[src/verilog/synth_pkg.sv]
`default_nettype none

package synth_pkg;

    typedef logic [7:0]  sample_t;  // Unsigned, mid-scale at 128
    typedef logic [5:0]  note_t;    // 0 to 35, lowest C at 0
    typedef logic [31:0] period_t;  // Step period in clocks

    typedef enum logic [1:0] {
        WAVE_TRIANGLE = 2'd0,
        WAVE_SAWTOOTH = 2'd1,
        WAVE_SQUARE   = 2'd2,
        WAVE_SINE     = 2'd3
    } wave_t;

    typedef struct packed {
        note_t note;
        wave_t wave;
        logic  noise_en;
    } synth_cmd_t;

    localparam int          I2S_WORD_BITS = 16;
    localparam logic [15:0] NOISE_SEED    = 16'hACE1;  // Any nonzero value works

    localparam sample_t SINE_TABLE [16] = '{
        8'd128, 8'd176, 8'd218, 8'd246, 8'd255, 8'd246, 8'd218, 8'd176,
        8'd128, 8'd80,  8'd38,  8'd10,  8'd0,   8'd10,  8'd38,  8'd80
    };

    // Step periods of the lowest octave
    localparam period_t SEMITONE_PERIOD [12] = '{
        32'd1915712,  // C
        32'd1803586,  // C sharp
        32'd1702624,  // D
        32'd1607142,  // D sharp
        32'd1515152,  // E
        32'd1431731,  // F
        32'd1351351,  // F sharp
        32'd1275510,  // G
        32'd1204819,  // G sharp
        32'd1136364,  // A
        32'd1075268,  // A sharp
        32'd1017340   // B
    };

endpackage

`default_nettype wire

[src/verilog/uart_command_decoder.sv]
`default_nettype none

module uart_command_decoder
    import synth_pkg::*;
#(
    parameter int CLKS_PER_BIT = 1250
) (
    input  logic       clk,
    input  logic       rst_n,
    input  logic       uart_rx,
    output synth_cmd_t cmd
);

    localparam int TIMER_W = $clog2(CLKS_PER_BIT + 1);
    localparam logic [TIMER_W-1:0] BIT_LAST  = TIMER_W'(CLKS_PER_BIT - 1);
    localparam logic [TIMER_W-1:0] HALF_LAST = TIMER_W'(CLKS_PER_BIT / 2 - 1);

    typedef enum logic [1:0] {
        RX_IDLE,
        RX_START,
        RX_DATA,
        RX_STOP
    } rx_state_t;

    rx_state_t          state;
    logic               rx_meta;
    logic               rx_sync;
    logic               rx_prev;
    logic [TIMER_W-1:0] timer;
    logic [2:0]         bit_idx;
    logic [7:0]         rx_byte;
    logic               byte_valid;  // One cycle after a good stop bit

    // Line idles high
    always_ff @(posedge clk) begin
        if (!rst_n) begin
            rx_meta <= 1'b1;
            rx_sync <= 1'b1;
            rx_prev <= 1'b1;
        end else begin
            rx_meta <= uart_rx;
            rx_sync <= rx_meta;
            rx_prev <= rx_sync;
        end
    end

    always_ff @(posedge clk) begin
        if (!rst_n) begin
            state      <= RX_IDLE;
            timer      <= '0;
            bit_idx    <= '0;
            byte_valid <= 1'b0;
        end else begin
            byte_valid <= 1'b0;
            timer      <= timer + 1'b1;
            case (state)
                RX_IDLE: begin
                    timer <= '0;
                    if (rx_prev && !rx_sync) begin  // Falling edge opens a frame
                        state <= RX_START;
                    end
                end
                RX_START: begin
                    if (timer == HALF_LAST) begin
                        timer <= '0;
                        state <= rx_sync ? RX_IDLE : RX_DATA;  // Glitch rejected
                    end
                end
                RX_DATA: begin
                    if (timer == BIT_LAST) begin
                        timer   <= '0;
                        bit_idx <= bit_idx + 1'b1;  // Wraps back to 0 after bit 7
                        if (bit_idx == 3'd7) begin
                            state <= RX_STOP;
                        end
                    end
                end
                RX_STOP: begin
                    if (timer == BIT_LAST) begin
                        byte_valid <= rx_sync;  // Framing error drops the byte
                        state      <= RX_IDLE;
                    end
                end
                default: state <= RX_IDLE;
            endcase
        end
    end

    // LSB arrives first
    always_ff @(posedge clk) begin
        if (state == RX_DATA && timer == BIT_LAST) begin
            rx_byte <= {rx_sync, rx_byte[7:1]};
        end
    end

    always_ff @(posedge clk) begin
        if (!rst_n) begin
            cmd <= '{note: '0, wave: WAVE_TRIANGLE, noise_en: 1'b0};
        end else if (byte_valid) begin
            case (rx_byte)
                8'h54: cmd.wave <= WAVE_TRIANGLE;  // T
                8'h53: cmd.wave <= WAVE_SAWTOOTH;  // S
                8'h51: cmd.wave <= WAVE_SQUARE;    // Q
                8'h57: cmd.wave <= WAVE_SINE;      // W
                8'h4E: cmd.noise_en <= 1'b1;       // N
                8'h46: cmd.noise_en <= 1'b0;       // F
                default: begin
                    if (rx_byte inside {[8'h30:8'h39]}) begin
                        cmd.note <= note_t'(rx_byte - 8'h30);  // Digits give notes 0 to 9
                    end else if (rx_byte inside {[8'h41:8'h5A]}) begin
                        cmd.note <= note_t'(rx_byte - 8'h37);  // Capitals give 10 to 35
                    end
                end
            endcase
        end
    end

    assert property (@(posedge clk) disable iff (!rst_n)
        !$isunknown(cmd) && cmd.wave inside {WAVE_TRIANGLE, WAVE_SAWTOOTH,
                                              WAVE_SQUARE, WAVE_SINE});

endmodule

`default_nettype wire

[src/verilog/pitch_divider.sv]
`default_nettype none

module pitch_divider
    import synth_pkg::*;
#(
    parameter int PERIOD_SHIFT = 0
) (
    input  logic  clk,
    input  logic  rst_n,
    input  note_t note,
    output logic  step
);

    logic [1:0] octave;
    logic [3:0] semitone;
    period_t    base_period;
    period_t    shifted;
    period_t    period;
    period_t    count;
    note_t      note_q;  // Previous note, detects a change

    always_comb begin
        if (note < note_t'(12)) begin
            octave   = 2'd0;
            semitone = 4'(note);
        end else if (note < note_t'(24)) begin
            octave   = 2'd1;
            semitone = 4'(note - note_t'(12));
        end else begin
            octave   = 2'd2;
            semitone = 4'(note - note_t'(24));
        end
    end

    always_comb begin
        base_period = (semitone < 4'd12) ? SEMITONE_PERIOD[semitone] : SEMITONE_PERIOD[0];
        shifted     = base_period >> (int'(octave) + PERIOD_SHIFT);  // Halve once per octave
        period      = (shifted == '0) ? period_t'(1) : shifted;
    end

    // Counts period down to 0, so step fires every period plus 1 clocks
    always_ff @(posedge clk) begin
        if (!rst_n) begin
            count  <= '0;
            step   <= 1'b0;
            note_q <= '0;
        end else begin
            note_q <= note;
            step   <= 1'b0;
            if (note != note_q) begin
                count <= period;  // New note restarts the count
            end else if (count == '0) begin
                count <= period;
                step  <= 1'b1;
            end else begin
                count <= count - 1'b1;
            end
        end
    end

    // Needs the period floor of 1
    assert property (@(posedge clk) disable iff (!rst_n) step |=> !step);

endmodule

`default_nettype wire

[src/verilog/waveform_generator.sv]
`default_nettype none

module waveform_generator
    import synth_pkg::*;
(
    input  logic    clk,
    input  logic    rst_n,
    input  logic    step,
    input  wave_t   wave,
    input  logic    noise_en,
    output sample_t sample
);

    logic [7:0]  phase;
    logic [15:0] lfsr;
    logic        lfsr_fb;
    sample_t     shape;

    // Shared by all four shapes
    always_ff @(posedge clk) begin
        if (!rst_n) begin
            phase <= '0;
        end else if (step) begin
            phase <= phase + 1'b1;
        end
    end

    // Taps 16, 14, 13, 11
    assign lfsr_fb = lfsr[15] ^ lfsr[13] ^ lfsr[12] ^ lfsr[10];

    always_ff @(posedge clk) begin
        if (!rst_n) begin
            lfsr <= NOISE_SEED;
        end else if (noise_en) begin
            lfsr <= {lfsr[14:0], lfsr_fb};
        end
    end

    always_comb begin
        case (wave)
            WAVE_TRIANGLE: begin
                // Falling half mirrors the rising half
                shape = {phase[7] ? ~phase[6:0] : phase[6:0], 1'b0};
            end
            WAVE_SAWTOOTH: shape = phase;
            WAVE_SQUARE:   shape = phase[7] ? 8'd255 : 8'd0;
            WAVE_SINE:     shape = SINE_TABLE[phase[7:4]];  // 16 points per period
            default:       shape = 8'd128;
        endcase
    end

    always_ff @(posedge clk) begin
        if (!rst_n) begin
            sample <= '0;
        end else begin
            sample <= noise_en ? lfsr[15:8] : shape;  // Noise replaces the tone
        end
    end

    assert property (@(posedge clk) disable iff (!rst_n) lfsr != '0);

endmodule

`default_nettype wire

[src/verilog/i2s_serializer.sv]
`default_nettype none

module i2s_serializer
    import synth_pkg::*;
(
    input  logic    clk,
    input  logic    rst_n,
    input  sample_t sample,
    output logic    sck,
    output logic    ws,
    output logic    sd
);

    localparam int CNT_W = $clog2(I2S_WORD_BITS);
    localparam logic [CNT_W-1:0] LAST_BIT = CNT_W'(I2S_WORD_BITS - 1);

    logic [CNT_W-1:0]         bit_cnt;
    logic [I2S_WORD_BITS-1:0] shift_word;
    logic [I2S_WORD_BITS-1:0] next_word;
    logic                     word_start;

    assign next_word  = {sample, sample};  // Same sample in both bytes
    assign word_start = sck && (bit_cnt == LAST_BIT);

    // Outputs move only while sck is about to fall
    always_ff @(posedge clk) begin
        if (!rst_n) begin
            sck     <= 1'b0;
            ws      <= 1'b0;
            sd      <= 1'b0;
            bit_cnt <= LAST_BIT;  // First falling edge opens a word
        end else begin
            sck <= ~sck;
            if (sck) begin
                bit_cnt <= bit_cnt + 1'b1;
                if (word_start) begin
                    ws <= ~ws;
                    sd <= next_word[I2S_WORD_BITS-1];  // MSB first
                end else begin
                    sd <= shift_word[I2S_WORD_BITS-1];
                end
            end
        end
    end

    always_ff @(posedge clk) begin
        if (word_start) begin
            shift_word <= next_word << 1;
        end else if (sck) begin
            shift_word <= shift_word << 1;
        end
    end

    assert property (@(posedge clk) disable iff (!rst_n) $changed(ws) |-> bit_cnt == '0);

endmodule

`default_nettype wire

[src/verilog/synth_top.sv]
`default_nettype none

module synth_top
    import synth_pkg::*;
#(
    parameter int CLKS_PER_BIT = 1250,
    parameter int PERIOD_SHIFT = 0
) (
    input  logic clk,
    input  logic rst_n,
    input  logic uart_rx,
    output logic i2s_sck,
    output logic i2s_ws,
    output logic i2s_sd
);

    synth_cmd_t cmd;     // Held until the next command
    logic       step;    // One pulse per step period
    sample_t    sample;

    uart_command_decoder #(
        .CLKS_PER_BIT(CLKS_PER_BIT)
    ) i_decoder (
        .clk    (clk),
        .rst_n  (rst_n),
        .uart_rx(uart_rx),
        .cmd    (cmd)
    );

    pitch_divider #(
        .PERIOD_SHIFT(PERIOD_SHIFT)
    ) i_divider (
        .clk  (clk),
        .rst_n(rst_n),
        .note (cmd.note),
        .step (step)
    );

    waveform_generator i_wave (
        .clk     (clk),
        .rst_n   (rst_n),
        .step    (step),
        .wave    (cmd.wave),
        .noise_en(cmd.noise_en),
        .sample  (sample)
    );

    i2s_serializer i_i2s (
        .clk   (clk),
        .rst_n (rst_n),
        .sample(sample),
        .sck   (i2s_sck),
        .ws    (i2s_ws),
        .sd    (i2s_sd)
    );

endmodule

`default_nettype wire

[config.mk]
export PLATFORM = sky130hd
export DESIGN_NAME = synth_top
export DESIGN_NICKNAME = d
export VERILOG_FILES = /design/src/verilog/synth_pkg.sv /design/src/verilog/uart_command_decoder.sv /design/src/verilog/pitch_divider.sv /design/src/verilog/waveform_generator.sv /design/src/verilog/i2s_serializer.sv /design/src/verilog/synth_top.sv
export SDC_FILE = /design/constraint.sdc
export NUM_CORES = 1
export LEC_CHECK = 0
export ABC_AREA = 1
export ABC_CLOCK_PERIOD_IN_PS = 5450
export BUFFER_PORTS_ARGS = -buffer_cell sky130_fd_sc_hd__buf_4
export CELL_PAD_IN_SITES_DETAIL_PLACEMENT = 0
export CELL_PAD_IN_SITES_GLOBAL_PLACEMENT = 1
export CORE_ASPECT_RATIO = 0.5
export CORE_MARGIN = 2
export CORE_UTILIZATION = 51
export DETAILED_ROUTE_END_ITERATION = 8
export GPL_ROUTABILITY_DRIVEN = 0
export PLACE_DENSITY = 0.83
export SLEW_MARGIN = 20
export SYNTH_ARGS = -nofsm -noshare
export SYNTH_HDL_FRONTEND = slang
export SYNTH_SLANG_ARGS = --single-unit
[constraint.sdc]
create_clock -name clk -period 5.45 [get_ports clk]
set_input_delay 0.2725 -clock clk [delete_from_list [all_inputs] [get_ports clk]]
set_output_delay 0.2725 -clock clk [all_outputs]
set_load 0.01 [all_outputs]
# --- Yosys cells after proc, flatten, opt, wreduce, memory -nomap -nowiden ---
# Memories as Yosys holds them, arrays and structs flattened.
# Index checks and enable logic that the tools add are counted.
classes:
  n_eq_ne: 22
  bitwise: 10
  n_reduce_logical: 23
  n_lt_le_gt_ge: 9
  n_mux: 34
  n_shift: 1
  add_sub_neg: 9
op_table:
  columns: ["cell", "n"]
  rows:
  - ["32-bit 2-to-1 mux", 6]
  - ["32-bit logical NOT", 2]
  - ["8-bit by 7-bit equality test with 1-bit output, second input constant", 6]
  - ["11-bit case mux with 3 select lines", 1]
  - ["16-bit 2-to-1 mux", 2]
  - ["8-bit 2-to-1 mux", 4]
  - ["8-bit case mux with 4 select lines", 1]
  - ["32-bit by 2-bit right shift with 32-bit output", 1]
  - ["32-bit by 1-bit subtractor with 32-bit output, second input constant", 1]
  - ["11-bit 2-to-1 mux", 2]
  - ["2-bit 2-to-1 mux", 8]
  - ["2-bit case mux with 4 select lines", 2]
  - ["6-bit 2-to-1 mux", 2]
  - ["6-bit subtractor, second input constant", 2]
  - ["11-bit by 1-bit adder with 11-bit output, second input constant", 1]
  - ["11-bit by 10-bit equality test with 1-bit output, second input constant", 1]
  - ["11-bit equality test, second input constant", 1]
  - ["5-bit >= comparator, second input constant", 2]
  - ["2-bit by 1-bit inequality test with 1-bit output, second input constant", 5]
  - ["4-bit NOT with 5-bit output", 2]
  - ["8-bit by 1-bit adder with 8-bit output, second input constant", 1]
  - ["2-bit equality test, second input constant", 4]
  - ["8-bit by 6-bit >= comparator with 1-bit output, second input constant", 1]
  - ["8-bit by 7-bit >= comparator with 1-bit output, second input constant", 1]
  - ["29 further kinds", 49]
totals:
  wordCells: 132
  mem_count: 2
  out_inout_bits: 3
  regBits: 130
  romBits: 640
  in_bits: 3
memory_table:
  columns: ["memory", "depth", "word_bits", "rd", "rd_clocked_by_memory_dff", "wr", "line_no", "source"]
  rows:
  - ["(no name shown)", 16, 32, 1, 0, 0, "pitch_divider.sv:36", "base_period = (semitone < 4'd12) ? SEMITONE_PERIOD[semitone] : SEMITONE_PERIOD[0];"]
  - ["(no name shown)", 16, 8, 1, 0, 0, "waveform_generator.sv:47", "WAVE_SINE: shape = SINE_TABLE[phase[7:4]];"]

# --- Logic depth before layout (Yosys ltp) ---
# Gate-level depths: netlist (run 1).
depth:
  word_depth: 13
  mapped_depth: 15
  depth_no_buf: 15

# --- Cells and area by module ---
# From an unflattened synthesis (run 1), not the netlist that was laid out.
unflattened:
  hier_cells: 1080
  area_unflattened_um2: 7512.2
modules_own_cells:
  columns: ["module", "cells_each", "area_each_um2", "seq_area_each_um2", "n_inst"]
  rows:
  - ["pitch_divider", 489, 2989.1, 780.7, 1]
  - ["uart_command_decoder", 248, 1905.6, 820.8, 1]
  - ["waveform_generator", 248, 1684.1, 640.6, 1]
  - ["i2s_serializer", 95, 933.4, 590.6, 1]

# --- Least setup slack after synthesis (run 1) ---
# Ideal clock, no wire load.
synth_timing:
  path_type: "reg2reg"
  start: "register i_decoder.timer[0]"
  end: "register i_decoder.bit_idx[1]"
  stages_incl_launch_ff: 9
  synth_period_minus_slack_ps: 1904
  slack_ps: 3546
  setup_time_ps: 116
  t_required_ps: 5334
  n_path_buf: 0
  arrival_time_ps: 1788
  path_cell_list: "dfxtp_1 > ha_1 > inv_1 > nor4_1 > inv_1 > nor2_1 > inv_1 > nor2_1 > nor2_1"
synth_via:
  elab_chain_len: 2
synth_lines:
  columns: ["item", "line_no", "source"]
  rows:
  - ["from (decl)", "uart_command_decoder.sv:29", "logic [TIMER_W-1:0] timer;"]
  - ["from (signal assigned)", "uart_command_decoder.sv:55", "timer <= timer + 1'b1;"]
  - ["11-bit equality test", "uart_command_decoder.sv:70", "if (timer == BIT_LAST) begin"]
  - ["2-bit AND reduction (no source line)", null, null]
  - ["to (signal assigned)", "uart_command_decoder.sv:72", "bit_idx <= bit_idx + 1'b1;"]
  - ["to (decl)", "uart_command_decoder.sv:30", "logic [2:0] bit_idx;"]
# Every way passes these cells.
# A chain may end at the register's enable or synchronous reset.

# --- Worst setup path after layout (run 1) ---
layout_timing:
  start: "register i_decoder.cmd[5] (netlist name)"
  end: "register i_divider.count[27]"
layout_via:
  elab_chain_len: 13
  word_cells_on_any_way: 20
  cone_classes: "add/sub: 2; order compare: 3; eq/ne: 1; shift: 1; mux: 10; bitwise: 1; reduce/logical: 1; memory: 1"
layout_lines:
  columns: ["item", "line_no", "source"]
  rows:
  - ["6-bit by 5-bit < comparator with 1-bit output, or another cell as far along", "pitch_divider.sv:26", "end else if (note < note_t'(24)) begin"]
  - ["4-bit 2-to-1 mux", "pitch_divider.sv:26", null]
  - ["4-bit 2-to-1 mux", "pitch_divider.sv:23", "if (note < note_t'(12)) begin"]
  - ["4-bit NOT with 5-bit output (implied by the code)", "pitch_divider.sv:36", null]
  - ["memory 16 x 32 bit", null, null]
  - ["32-bit 2-to-1 mux (implied by the code) (2 in series)", "pitch_divider.sv:36", null]
  - ["32-bit 2-to-1 mux", "pitch_divider.sv:36", null]
  - ["32-bit by 2-bit right shift with 32-bit output", "pitch_divider.sv:37", "shifted = base_period >> (int'(octave) + PERIOD_SHIFT);"]
  - ["32-bit logical NOT", "pitch_divider.sv:38", "period = (shifted == '0) ? period_t'(1) : shifted;"]
  - ["32-bit 2-to-1 mux", "pitch_divider.sv:38", null]
  - ["32-bit 2-to-1 mux", "pitch_divider.sv:52", "end else if (count == '0) begin"]
  - ["32-bit 2-to-1 mux (*)", "pitch_divider.sv:50", "if (note != note_q) begin"]
  - ["to (signal assigned)", "pitch_divider.sv:51", "count <= period;"]
  - ["to (signal assigned)", "pitch_divider.sv:53", "count <= period;"]
  - ["to (signal assigned)", "pitch_divider.sv:56", "count <= count - 1'b1;"]
  - ["to (decl)", "pitch_divider.sv:19", "period_t count;"]
# Every way passes the cells marked *; elsewhere a longest branch is shown, timed or not. The select of a mux whose other input is x is not followed.

==> results of run 1 <==
## worst paths after layout
check | to | startpoint | slack (ns)
worst max-delay path | i_divider.count[27] | i_decoder.cmd[5] | 3.19
worst min-delay path | i_decoder.rx_meta | uart_rx | 0.06
worst max register to register | i_divider.count[27] | i_decoder.cmd[5] | 3.19
worst min register to register | i_decoder.rx_sync | i_decoder.rx_meta | 0.43
## layout by cell type, fill, tap and decap left out, types with 18 or more instances in the layout
cell type	synthesis	final
nand2_1	238	238
nor2_1	113	113
dfxtp_1	107	107
inv_1	98	98
nand3_1	95	95
a21oi_1	60	60
o21ai_0	52	52
ha_1	28	28
edfxtp_1	23	23
nand4_1	21	21
xor2_1	18	18
## sequential cells by signal, indices dropped and copies added (netlist names), 3 cells and up, named ones only
signal	count
i_i2s.shift_word	15
i_wave.lfsr	16
i_decoder.bit_idx	3
i_decoder.rx_byte	8
i_divider.count	32
i_decoder.timer	11
i_decoder.cmd	9
i_i2s.bit_cnt	4
i_wave.phase	8
i_divider.note_q	6
i_wave.sample	8
## routing by layer
metal / wire length (um) / part of all wire
met1: 7950 / 0.49
met2: 7490 / 0.47
met3: 473 / 0.029
met4: 151 / 0.0094
met5: 0 / 0
## cell families (layout without fill, tap and decap cells)
logic type               count (synthesis)  count (layout)  share of synthesized area
buffers and inverters                  139             148                     0.0758
AO/OA/AOI/OAI                          142             142                      0.110
XOR/XNOR                                32              32                     0.0379
adder cells (fa/ha/maj)                 28              28                     0.0474
AND/OR/NAND/NOR                        544             544                      0.346
flip-flops                             130             130                      0.383
## worst reg2reg max path, delay by kind of cell (launching register included)
family                 cells  cell delay, ns
buffers and inverters      1            0.22
flip-flops                 1            0.50
AO/OA/AOI/OAI              2            0.34
XOR/XNOR                   1            0.16
AND/OR/NAND/NOR            4            0.99
## cell type report
type,instances,area (sq um),share of cell area
Multi-Input combinational cell,746,4000,0.493
Sequential cell,130,2830,0.349
Clock buffer,18,429,0.0529
Inverter,110,413,0.0509
Tap cell,198,248,0.0305
Clock inverter,14,146,0.0180
Timing Repair Buffer,6,45.0,0.00555
## through the flow
step / hold slack, ns / total power, uW / utilization / area [sq um] / cells
2_1_floorplan: 0.379 / 1970 / - / 7400 / 1015
3_3_place_gp: 0.410 / 2160 / 0.527 / 7540 / 1190
3_5_place_dp: 0.421 / 2170 / 0.527 / 7540 / 1190
4_1_cts: 0.0473 / 3300 / 0.567 / 8120 / 1222
5_1_grt: 0.0533 / 3500 / 0.567 / 8120 / 1222
6_report: 0.0576 / 3270 / 0.567 / 8120 / 1222
## synth_stat cells (5+ instances only)
library cell and instances:
edfxtp_1 23, o21ai_0 52, a21oi_1 60, o211ai_1 7
xnor2_1 14, nor2_1 113, nor2_2 9, clkinv_1 7
nand2_1 238, ha_1 28, or2_2 6, inv_2 5
nor3_1 15, inv_1 98, dfxtp_1 107, nor2_4 5
nand2_4 10, xor2_1 18, nand3_2 5, o311ai_0 6
nand4_1 21, clkbuf_1 18, nand3_1 95, nand2_2 6
## power by group
part	switching, uW	total, uW	internal (uW)	leakage (uW)
Combinational	614	953	338	0.00231
Clock	468	1110	645	0.000282
Sequential	103	1210	1110	0.00109
==> results.tsv, run 1 <==
metric	value	unit
ctsHoldBuffers	0	
cts_made_buffers	17	
drt_iter0_drc	332	
grt_util_met2	0.376	
rsz0062_at_grt	no	
root_buffer	clkbuf_16	
core	0.0143	sq mm
cap_violations	0	
grt_pass1_wl	27.4	mm
pre_cts_ws	3.16	ns
crit_type	flop to flop	
worst_slew_pin_slew	0.948	ns
viasPerCell	5.20	
met3_usage	0.0408	
dieHeight	89.2	um
ant_nets	0	
fin_crit	2.26	ns
fin_skew	0.00955	ns
nets	1042	
grtUsageTotal	0.216	
hold_class	primary input to flop	
ys_seq_area_frac	0.383	
io_pins	6	
synth_edf_count	23	
max_stage_delay	0.50	ns
synth_cells	1015	
synth_area	0.00740	sq mm
setup_viol	0	
power.leakage	0.00368	uW
grt_overflow	0	
initial_core_util	0.517	
synth_cell_type_count	50	
fin_setup_tns	0	ns
fill_cells	1369	
p_per_area	403	mW/mm^2
yosysTopAreaCell	dfxtp_1	
final_layout_size_suffix_gt1_frac	0.0918	
cts_max_path_buffers	2	
slowest_stage	dfxtp_1	
path_depth	8	
timing.final.ws_setup	3.19	ns
ctsHtreeMaxLevel	4	
vias	6354	
post_cts_buffers	0	
cp_cell_sequence	xnor2_1 > nand4_1 > nor2_1 > nand2_4 > nor2_2 > inv_2 > a21oi_1 > o21a_1	
critPathBufInv	1	
drv_slew	0	
finalCritPeriodShare	0.415	
hold_violations	0	
cp.required	5.80	ns
cts_tree	yes	
post-dp-hpwl	11.5	mm
cpLargestDelayFamily	simple AND/OR/NAND/NOR gates	
yosysWarnings	0	
grt_pass1_vias	5874	
ys_top_cells_by_area	dfxtp_1 29%, nand2_1 12%, edfxtp_1 9.3%	
row_count	31	
post_cts_resized	0	
antenna_found_initial	0	
peakVddDrop	0.184	mV
met1_usage	0.284	
clock.fmax	442	MHz
synthFlopType	dfxtp_1	
reg2regPathDepth	8	
drc	0	
slew_headroom	0.367	
critPathMaxFanout	27	
worstSetupStartpointType	flop	
worst_ep_arrival_time	2.61	ns
status	finished, final reports clean	
dieArea	0.0155	sq mm
yosysTopAreaCellShare	0.290	
clock_sinks	130	
top_usage_layer	met2	
synth_fp_nets	1046	
synthArstFlopShare	0	
insertedDiodeCount	0	
port_buffers	5	
totalWireLength	16.1	mm
avgSynthCellArea	7.29	sq um
end_kind	flop	
path_clk_slew	0.06	ns
synth-seq-cells	130	
clock_insertion_delay_worst_skew	0.40	ns
firstDrtPassIters	5	
drt-wirelength-per-cell	13.1	um
grt_max_degree	53	
syn_to_final_growth	9.74	%
fp.dieW	174	um
hold_depth	2	
Power figures use the tool's default switching activity.
==> run 2, diff against run 1 <==
- ABC_CLOCK_PERIOD_IN_PS: 5450 -> 1900
- CORE_UTILIZATION: 51 -> 43
- PLACE_DENSITY: 0.83 -> 0.75
- clock period: 5.45 -> 1.9 ns (I/O delays scaled with it)
==> run 2 against run 1 <==
Die area rose by 18%. Clock-buffer cell count is the same. Flip-flop and latch count is the same. Wire length is 12% higher. Sequential power grew to 2.8 times the previous value. Worst hold slack improved by 0.36 ns. Final cell count increased by 11%. Sequential share of layout area is 4.8 points lower. Fmax is 20% higher. Critical endpoint is now i_decoder.cmd[7].
==> results.tsv, run 2 (synthesis results as in run 1) <==
metric	value	unit	change
fill_cells	1588		+16%
drt_iter0_drc	372		+12%
critPathBufInv	1		unchanged
port_buffers	5		unchanged
place_area	0.00813	sq mm	+7.8%
most-common-layout-cells	220 x nand2_1, 104 x nor2_1, 104 x dfxtp_1		
final_layout_size_suffix_gt1_frac	0.231		+0.139
fin_skew	0.0115	ns	+0.00191 ns
final_util	0.568		+0.00105
top_usage_layer	met2		
totalWireLength	18.0	mm	+12%
critPathMaxFanout	5		-81%
dieHeight	96.7	um	+8.5%
power.leakage	0.00425	uW	+16%
viasPerCell	4.99		-4.0%
crit_type	flop to flop		
worst_slew_pin_slew	0.591	ns	-0.357 ns
regArea	0.00284	sq mm	+0.22%
drt-wirelength-per-cell	13.3	um	+1.0%
insertedDiodeCount	0		unchanged
met1_usage	0.266		-0.0183
ctsHtreeMaxLevel	4		unchanged
status	finished, final reports clean		
met3_usage	0.0403		-0.000541
cpLargestDelayFamily	simple AND/OR/NAND/NOR gates		
slowest_stage	edfxtp_1		
worst_ep_arrival_time	2.20	ns	-0.41 ns
post-dp-hpwl	12.7	mm	+11%
drv_slew	0		unchanged
layout_commonest_cell	nand2_1		
grt_pass1_wl	30.3	mm	+11%
dieArea	0.0183	sq mm	+18%
multi_input_area	0.00438	sq mm	+9.4%
largest_register_ffs	32		unchanged
grt_max_degree	42		-21%
nets	1148		+10%
slew_headroom	0.606		+0.238
grt_pass1_vias	6504		+11%
path_common_cell	nor2_1		
cts_made_buffers	17		unchanged
row_count	33		+6.5%
hold_violations	0		unchanged
clock_insertion_delay_worst_skew	0.41	ns	about the same
cp.required	2.21	ns	-3.59 ns
fp.dieW	189	um	+8.7%
drc	0		unchanged
worstSetupStartpointType	flop		
place_inst	1291		+8.5%
syn_to_final_growth	27.5	%	
cap_violations	0		unchanged
fin_area	0.00943	sq mm	+16%
antenna_found_initial	0		unchanged
ant_nets	0		unchanged
end_kind	flop		
fin_crit	1.89	ns	-0.374 ns
io_pins	6		unchanged
path_clk_slew	0.06	ns	about the same
regMostFlops	i_divider.count		
finalCritPeriodShare	0.993		+0.578
clock_sinks	130		unchanged
top_regs	i_divider.count (32), i_wave.lfsr (16), i_i2s.shift_word (15)		
max_stage_delay	0.52	ns	+0.02 ns
vias	6772		+6.6%
setup_viol	0		unchanged
cts_max_path_buffers	2		unchanged
rsz0062_at_grt	yes		
root_buffer	clkbuf_16		
final_cells	1357		+11%
grt_overflow	0		unchanged
initial_core_util	0.446		-0.0712
grtUsageTotal	0.201		-0.0153
firstDrtPassIters	5		unchanged
grt_util_met2	0.333		-0.0432
hold_class	flop to flop		
core	0.0166	sq mm	+16%
peakVddDrop	0.723	mV	+290%
p_per_area	1160	mW/mm^2	+190%
clock.fmax	530	MHz	+20%
cts_tree	yes		
cp_cell_sequence	nor2_4 > nand3_2 > o41ai_4 > buf_4 > nand2_2 > nand2_1 > o21ai_0 > nor2_1 > nor2_1		
## run 2: worst reg2reg max path: stages (launching register included)
cell and delay (ns):
edfxtp_1 0.52, nor2_4 0.18, nand3_2 0.10, o41ai_4 0.41
buf_4 0.18, nand2_2 0.08, nand2_1 0.09, o21ai_0 0.08
nor2_1 0.09, nor2_1 0.05
## run 2: metrics by stage
stage / setup slack (ns) / power (uW) / hold slack, ns / TNS (ns)
after CTS: 0.0105 / 10300 / 0.408 / 0
after global placement: -0.0894 / 6810 / 0.297 / -0.710
after global routing: -0.0958 / 11700 / 0.419 / -1.01
after detailed placement: -0.123 / 6810 / 0.291 / -1.52
final: 0.0139 / 11000 / 0.417 / 0
after floorplan: 0.0204 / 5650 / 0.202 / 0
## run 2: layout make-up
type,instances,share of cell area
Timing Repair Buffer,109,0.0957
Clock buffer,18,0.0455
Inverter,110,0.0448
Multi-Input combinational cell,749,0.464
Tap cell,227,0.0301
Clock inverter,14,0.0186
Sequential cell,130,0.301
## run 2: worst paths after layout
kind | to | depth (start not counted) | slack [ns] | from
worst max-delay path | i_decoder.cmd[7] | 9 | 0.01 | i_decoder.rx_byte[3]
worst min-delay path | i_decoder.rx_sync | 1 | 0.42 | i_decoder.rx_meta
worst max register to register | i_decoder.cmd[7] | 9 | 0.01 | i_decoder.rx_byte[3]
worst min register to register | i_decoder.rx_sync | 1 | 0.42 | i_decoder.rx_meta
## run 2: layer usage
layer / wire [um] / vias to the layer above
met5: 0 / -
met3: 559 / 16
met4: 184 / 0
li1: - / 3552
met2: 8490 / 101
met1: 8790 / 3103
## run 2: timing repair
| item | 4_1_cts | 5_1_grt |
|---|---|---|
| buffers inserted | 2 | 27 |
| pin swaps | 4 | 35 |
| gates cloned | 1 | 3 |
| setup endpoints to repair | 33 | 45 |
| hold buffers | 2 | 0 |
| endpoints found under the hold margin | 3 | 0 |
| resized for setup | 7 | 95 |
## run 2: where the power goes
part / internal [uW] / leakage, uW / switching, uW
clock network: 2080 / 0.000290 / 1300
logic: 1870 / 0.00288 / 2300
registers: 3170 / 0.00109 / 255
total: 7120 / 0.00425 / 3860
==> run 3, diff against run 2 <==
- CORE_ASPECT_RATIO: 0.5 -> 1.75
==> run 3 against run 2 <==
Register-to-register slack improved by 0.06 ns. Utilization fell by 1.8 points. Worst hold slack worse by 0.013 ns. Largest power group unchanged. Highest routed layer unchanged.
==> results.tsv, run 3 (synthesis results as in run 1) <==
metric	value	unit	change
finalCritPeriodShare	0.960		-0.0328
drc	0		unchanged
hold_class	primary input to flop		
drt_iter0_drc	190		-49%
regMostFlops	i_divider.count		
peakVddDrop	0.644	mV	-11%
fill_cells	1688		+6.3%
post-dp-hpwl	14.7	mm	+15%
syn_to_final_growth	25.5	%	
grt_overflow	0		unchanged
clock.fmax	548	MHz	+3.4%
layout_commonest_cell	nand2_1		
clock_sinks	130		unchanged
fp.dieW	103	um	-46%
fin_area	0.00928	sq mm	-1.6%
initial_core_util	0.438		-0.00714
nets	1150		+0.17%
clock_power_share	0.318		+0.010
final_util	0.550		-0.0181
status	finished, final reports clean		
regArea	0.00284	sq mm	-0.13%
firstDrtPassIters	5		unchanged
p_per_area	1120	mW/mm^2	-3.7%
clock_insertion_delay_worst_skew	0.43	ns	+0.02 ns
p_int	6770	uW	-5.0%
slew_headroom	0.590		-0.0151
root_buffer	clkbuf_16		
final_layout_size_suffix_gt1_frac	0.214		-0.0172
power.share.sequential	0.330		+0.018
io_pins	6		unchanged
setup_viol	0		unchanged
ctsHtreeMaxLevel	4		unchanged
grtUsageTotal	0.222		+0.0211
path_clk_slew	0.06	ns	about the same
drv_slew	0		unchanged
multi_input_area	0.00426	sq mm	-2.7%
share_comb_of_total_power	0.352		-0.028
power.leakage	0.00427	uW	+0.43%
rsz0062_at_grt	yes		
dieHeight	177	um	+83%
fin_crit	1.82	ns	-0.0623 ns
crit_type	flop to flop		
fin_skew	0.00827	ns	-0.00319 ns
end_kind	flop		
dieArea	0.0183	sq mm	-0.12%
cts_max_path_buffers	2		unchanged
cp.required	2.23	ns	+0.02 ns
worst_slew_pin_slew	0.614	ns	+0.0226 ns
cap_violations	0		unchanged
p_switching	3640	uW	-5.6%
grt_pass1_vias	6836		+5.1%
port_buffers	5		unchanged
place_area	0.00825	sq mm	+1.4%
grt_max_degree	42		unchanged
most-common-layout-cells	231 x nand2_1, 105 x dfxtp_1, 104 x nor2_1		
cts_made_buffers	17		unchanged
viasPerCell	5.01		+0.30%
top_regs	i_divider.count (32), i_wave.lfsr (16), i_i2s.shift_word (15)		
largest_register_ffs	32		unchanged
core	0.0169	sq mm	+1.6%
swShare	0.350		-0.00152
drt-wirelength-per-cell	14.3	um	+7.8%
hold_violations	0		unchanged
grt_pass1_wl	31.5	mm	+3.9%
worst_ep_arrival_time	2.15	ns	-0.05 ns
critPathMaxFanout	4		-1
row_count	63		+91%
cts_tree	yes		
totalWireLength	19.5	mm	+8.1%
worstSetupStartpointType	flop		
vias	6807		+0.52%
antenna_found_initial	0		unchanged
ant_nets	0		unchanged
## run 3: repair_timing
| item | 4_1_cts | 5_1_grt |
|---|---|---|
| hold endpoints to repair | 4 | 0 |
| gates resized for setup | 9 | 60 |
| hold buffers | 2 | 0 |
| cloned | 1 | 2 |
| pin swaps | 8 | 22 |
| setup endpoints to repair | 18 | 39 |
| setup buffers | 4 | 13 |
## run 3: layout make-up
type	instances	area share
tap	227	0.0306
inverter	110	0.0448
sequential	130	0.306
multi-input combinational	749	0.459
antenna	1	0.000270
clock buffer	20	0.0481
clock inverter	12	0.0167
timing repair buffer	111	0.0947
## run 3: worst paths after layout
check / depth (start not counted) / start / to / slack, ns
min: 3 / uart_rx / i_decoder.rx_meta / 0.40
max: 11 / i_decoder.rx_byte[0] / i_decoder.cmd[3] / 0.08
min reg2reg: 1 / i_decoder.rx_meta / i_decoder.rx_sync / 0.42
max reg2reg: 11 / i_decoder.rx_byte[0] / i_decoder.cmd[3] / 0.08
## run 3: worst max-delay path: stages, from the launching register on
cell	delay (ns)
edfxtp_1	0.45
ha_1	0.26
inv_1	0.10
a21oi_2	0.07
o21ai_2	0.17
o41ai_4	0.11
buf_4	0.14
buf_4	0.13
nand3_1	0.06
nand4_1	0.11
nand2_1	0.08
inv_1	0.04
## run 3: power by group through the flow
stage               Combinational [uW]  Sequential, uW  Clock, uW
finish                            3660            3440       3310
global route                      4040            3480       3500
CTS                               3350            3430       3390
detailed placement                3300            3490          0
global placement                  3290            3480          0
floorplan                         2210            3430          0
## run 3: metrics by stage
| stage | hold WS, ns | setup TNS (ns) | total power (uW) | std cells | setup WS, ns |
|---|---|---|---|---|---|
| 2_1_floorplan | 0.202 | 0 | 5650 | 1015 | 0.0204 |
| 3_3_place_gp | 0.290 | -0.117 | 6780 | 1305 | -0.0794 |
| 3_5_place_dp | 0.288 | -0.278 | 6780 | 1305 | -0.117 |
| 4_1_cts | 0.392 | 0 | 10200 | 1344 | 0.00901 |
| 5_1_grt | 0.415 | -0.710 | 11000 | 1359 | -0.0757 |
| 6_report | 0.404 | 0 | 10400 | 1360 | 0.0762 |
## run 3: routing by layer
metal	global-route usage	vias to the layer above	wire length (um)
met3	0.0402	50	414
met5	0	-	0
met2	0.430	102	11100
met4	0.124	0	807
li1	-	3546	-
met1	0.208	3109	7140
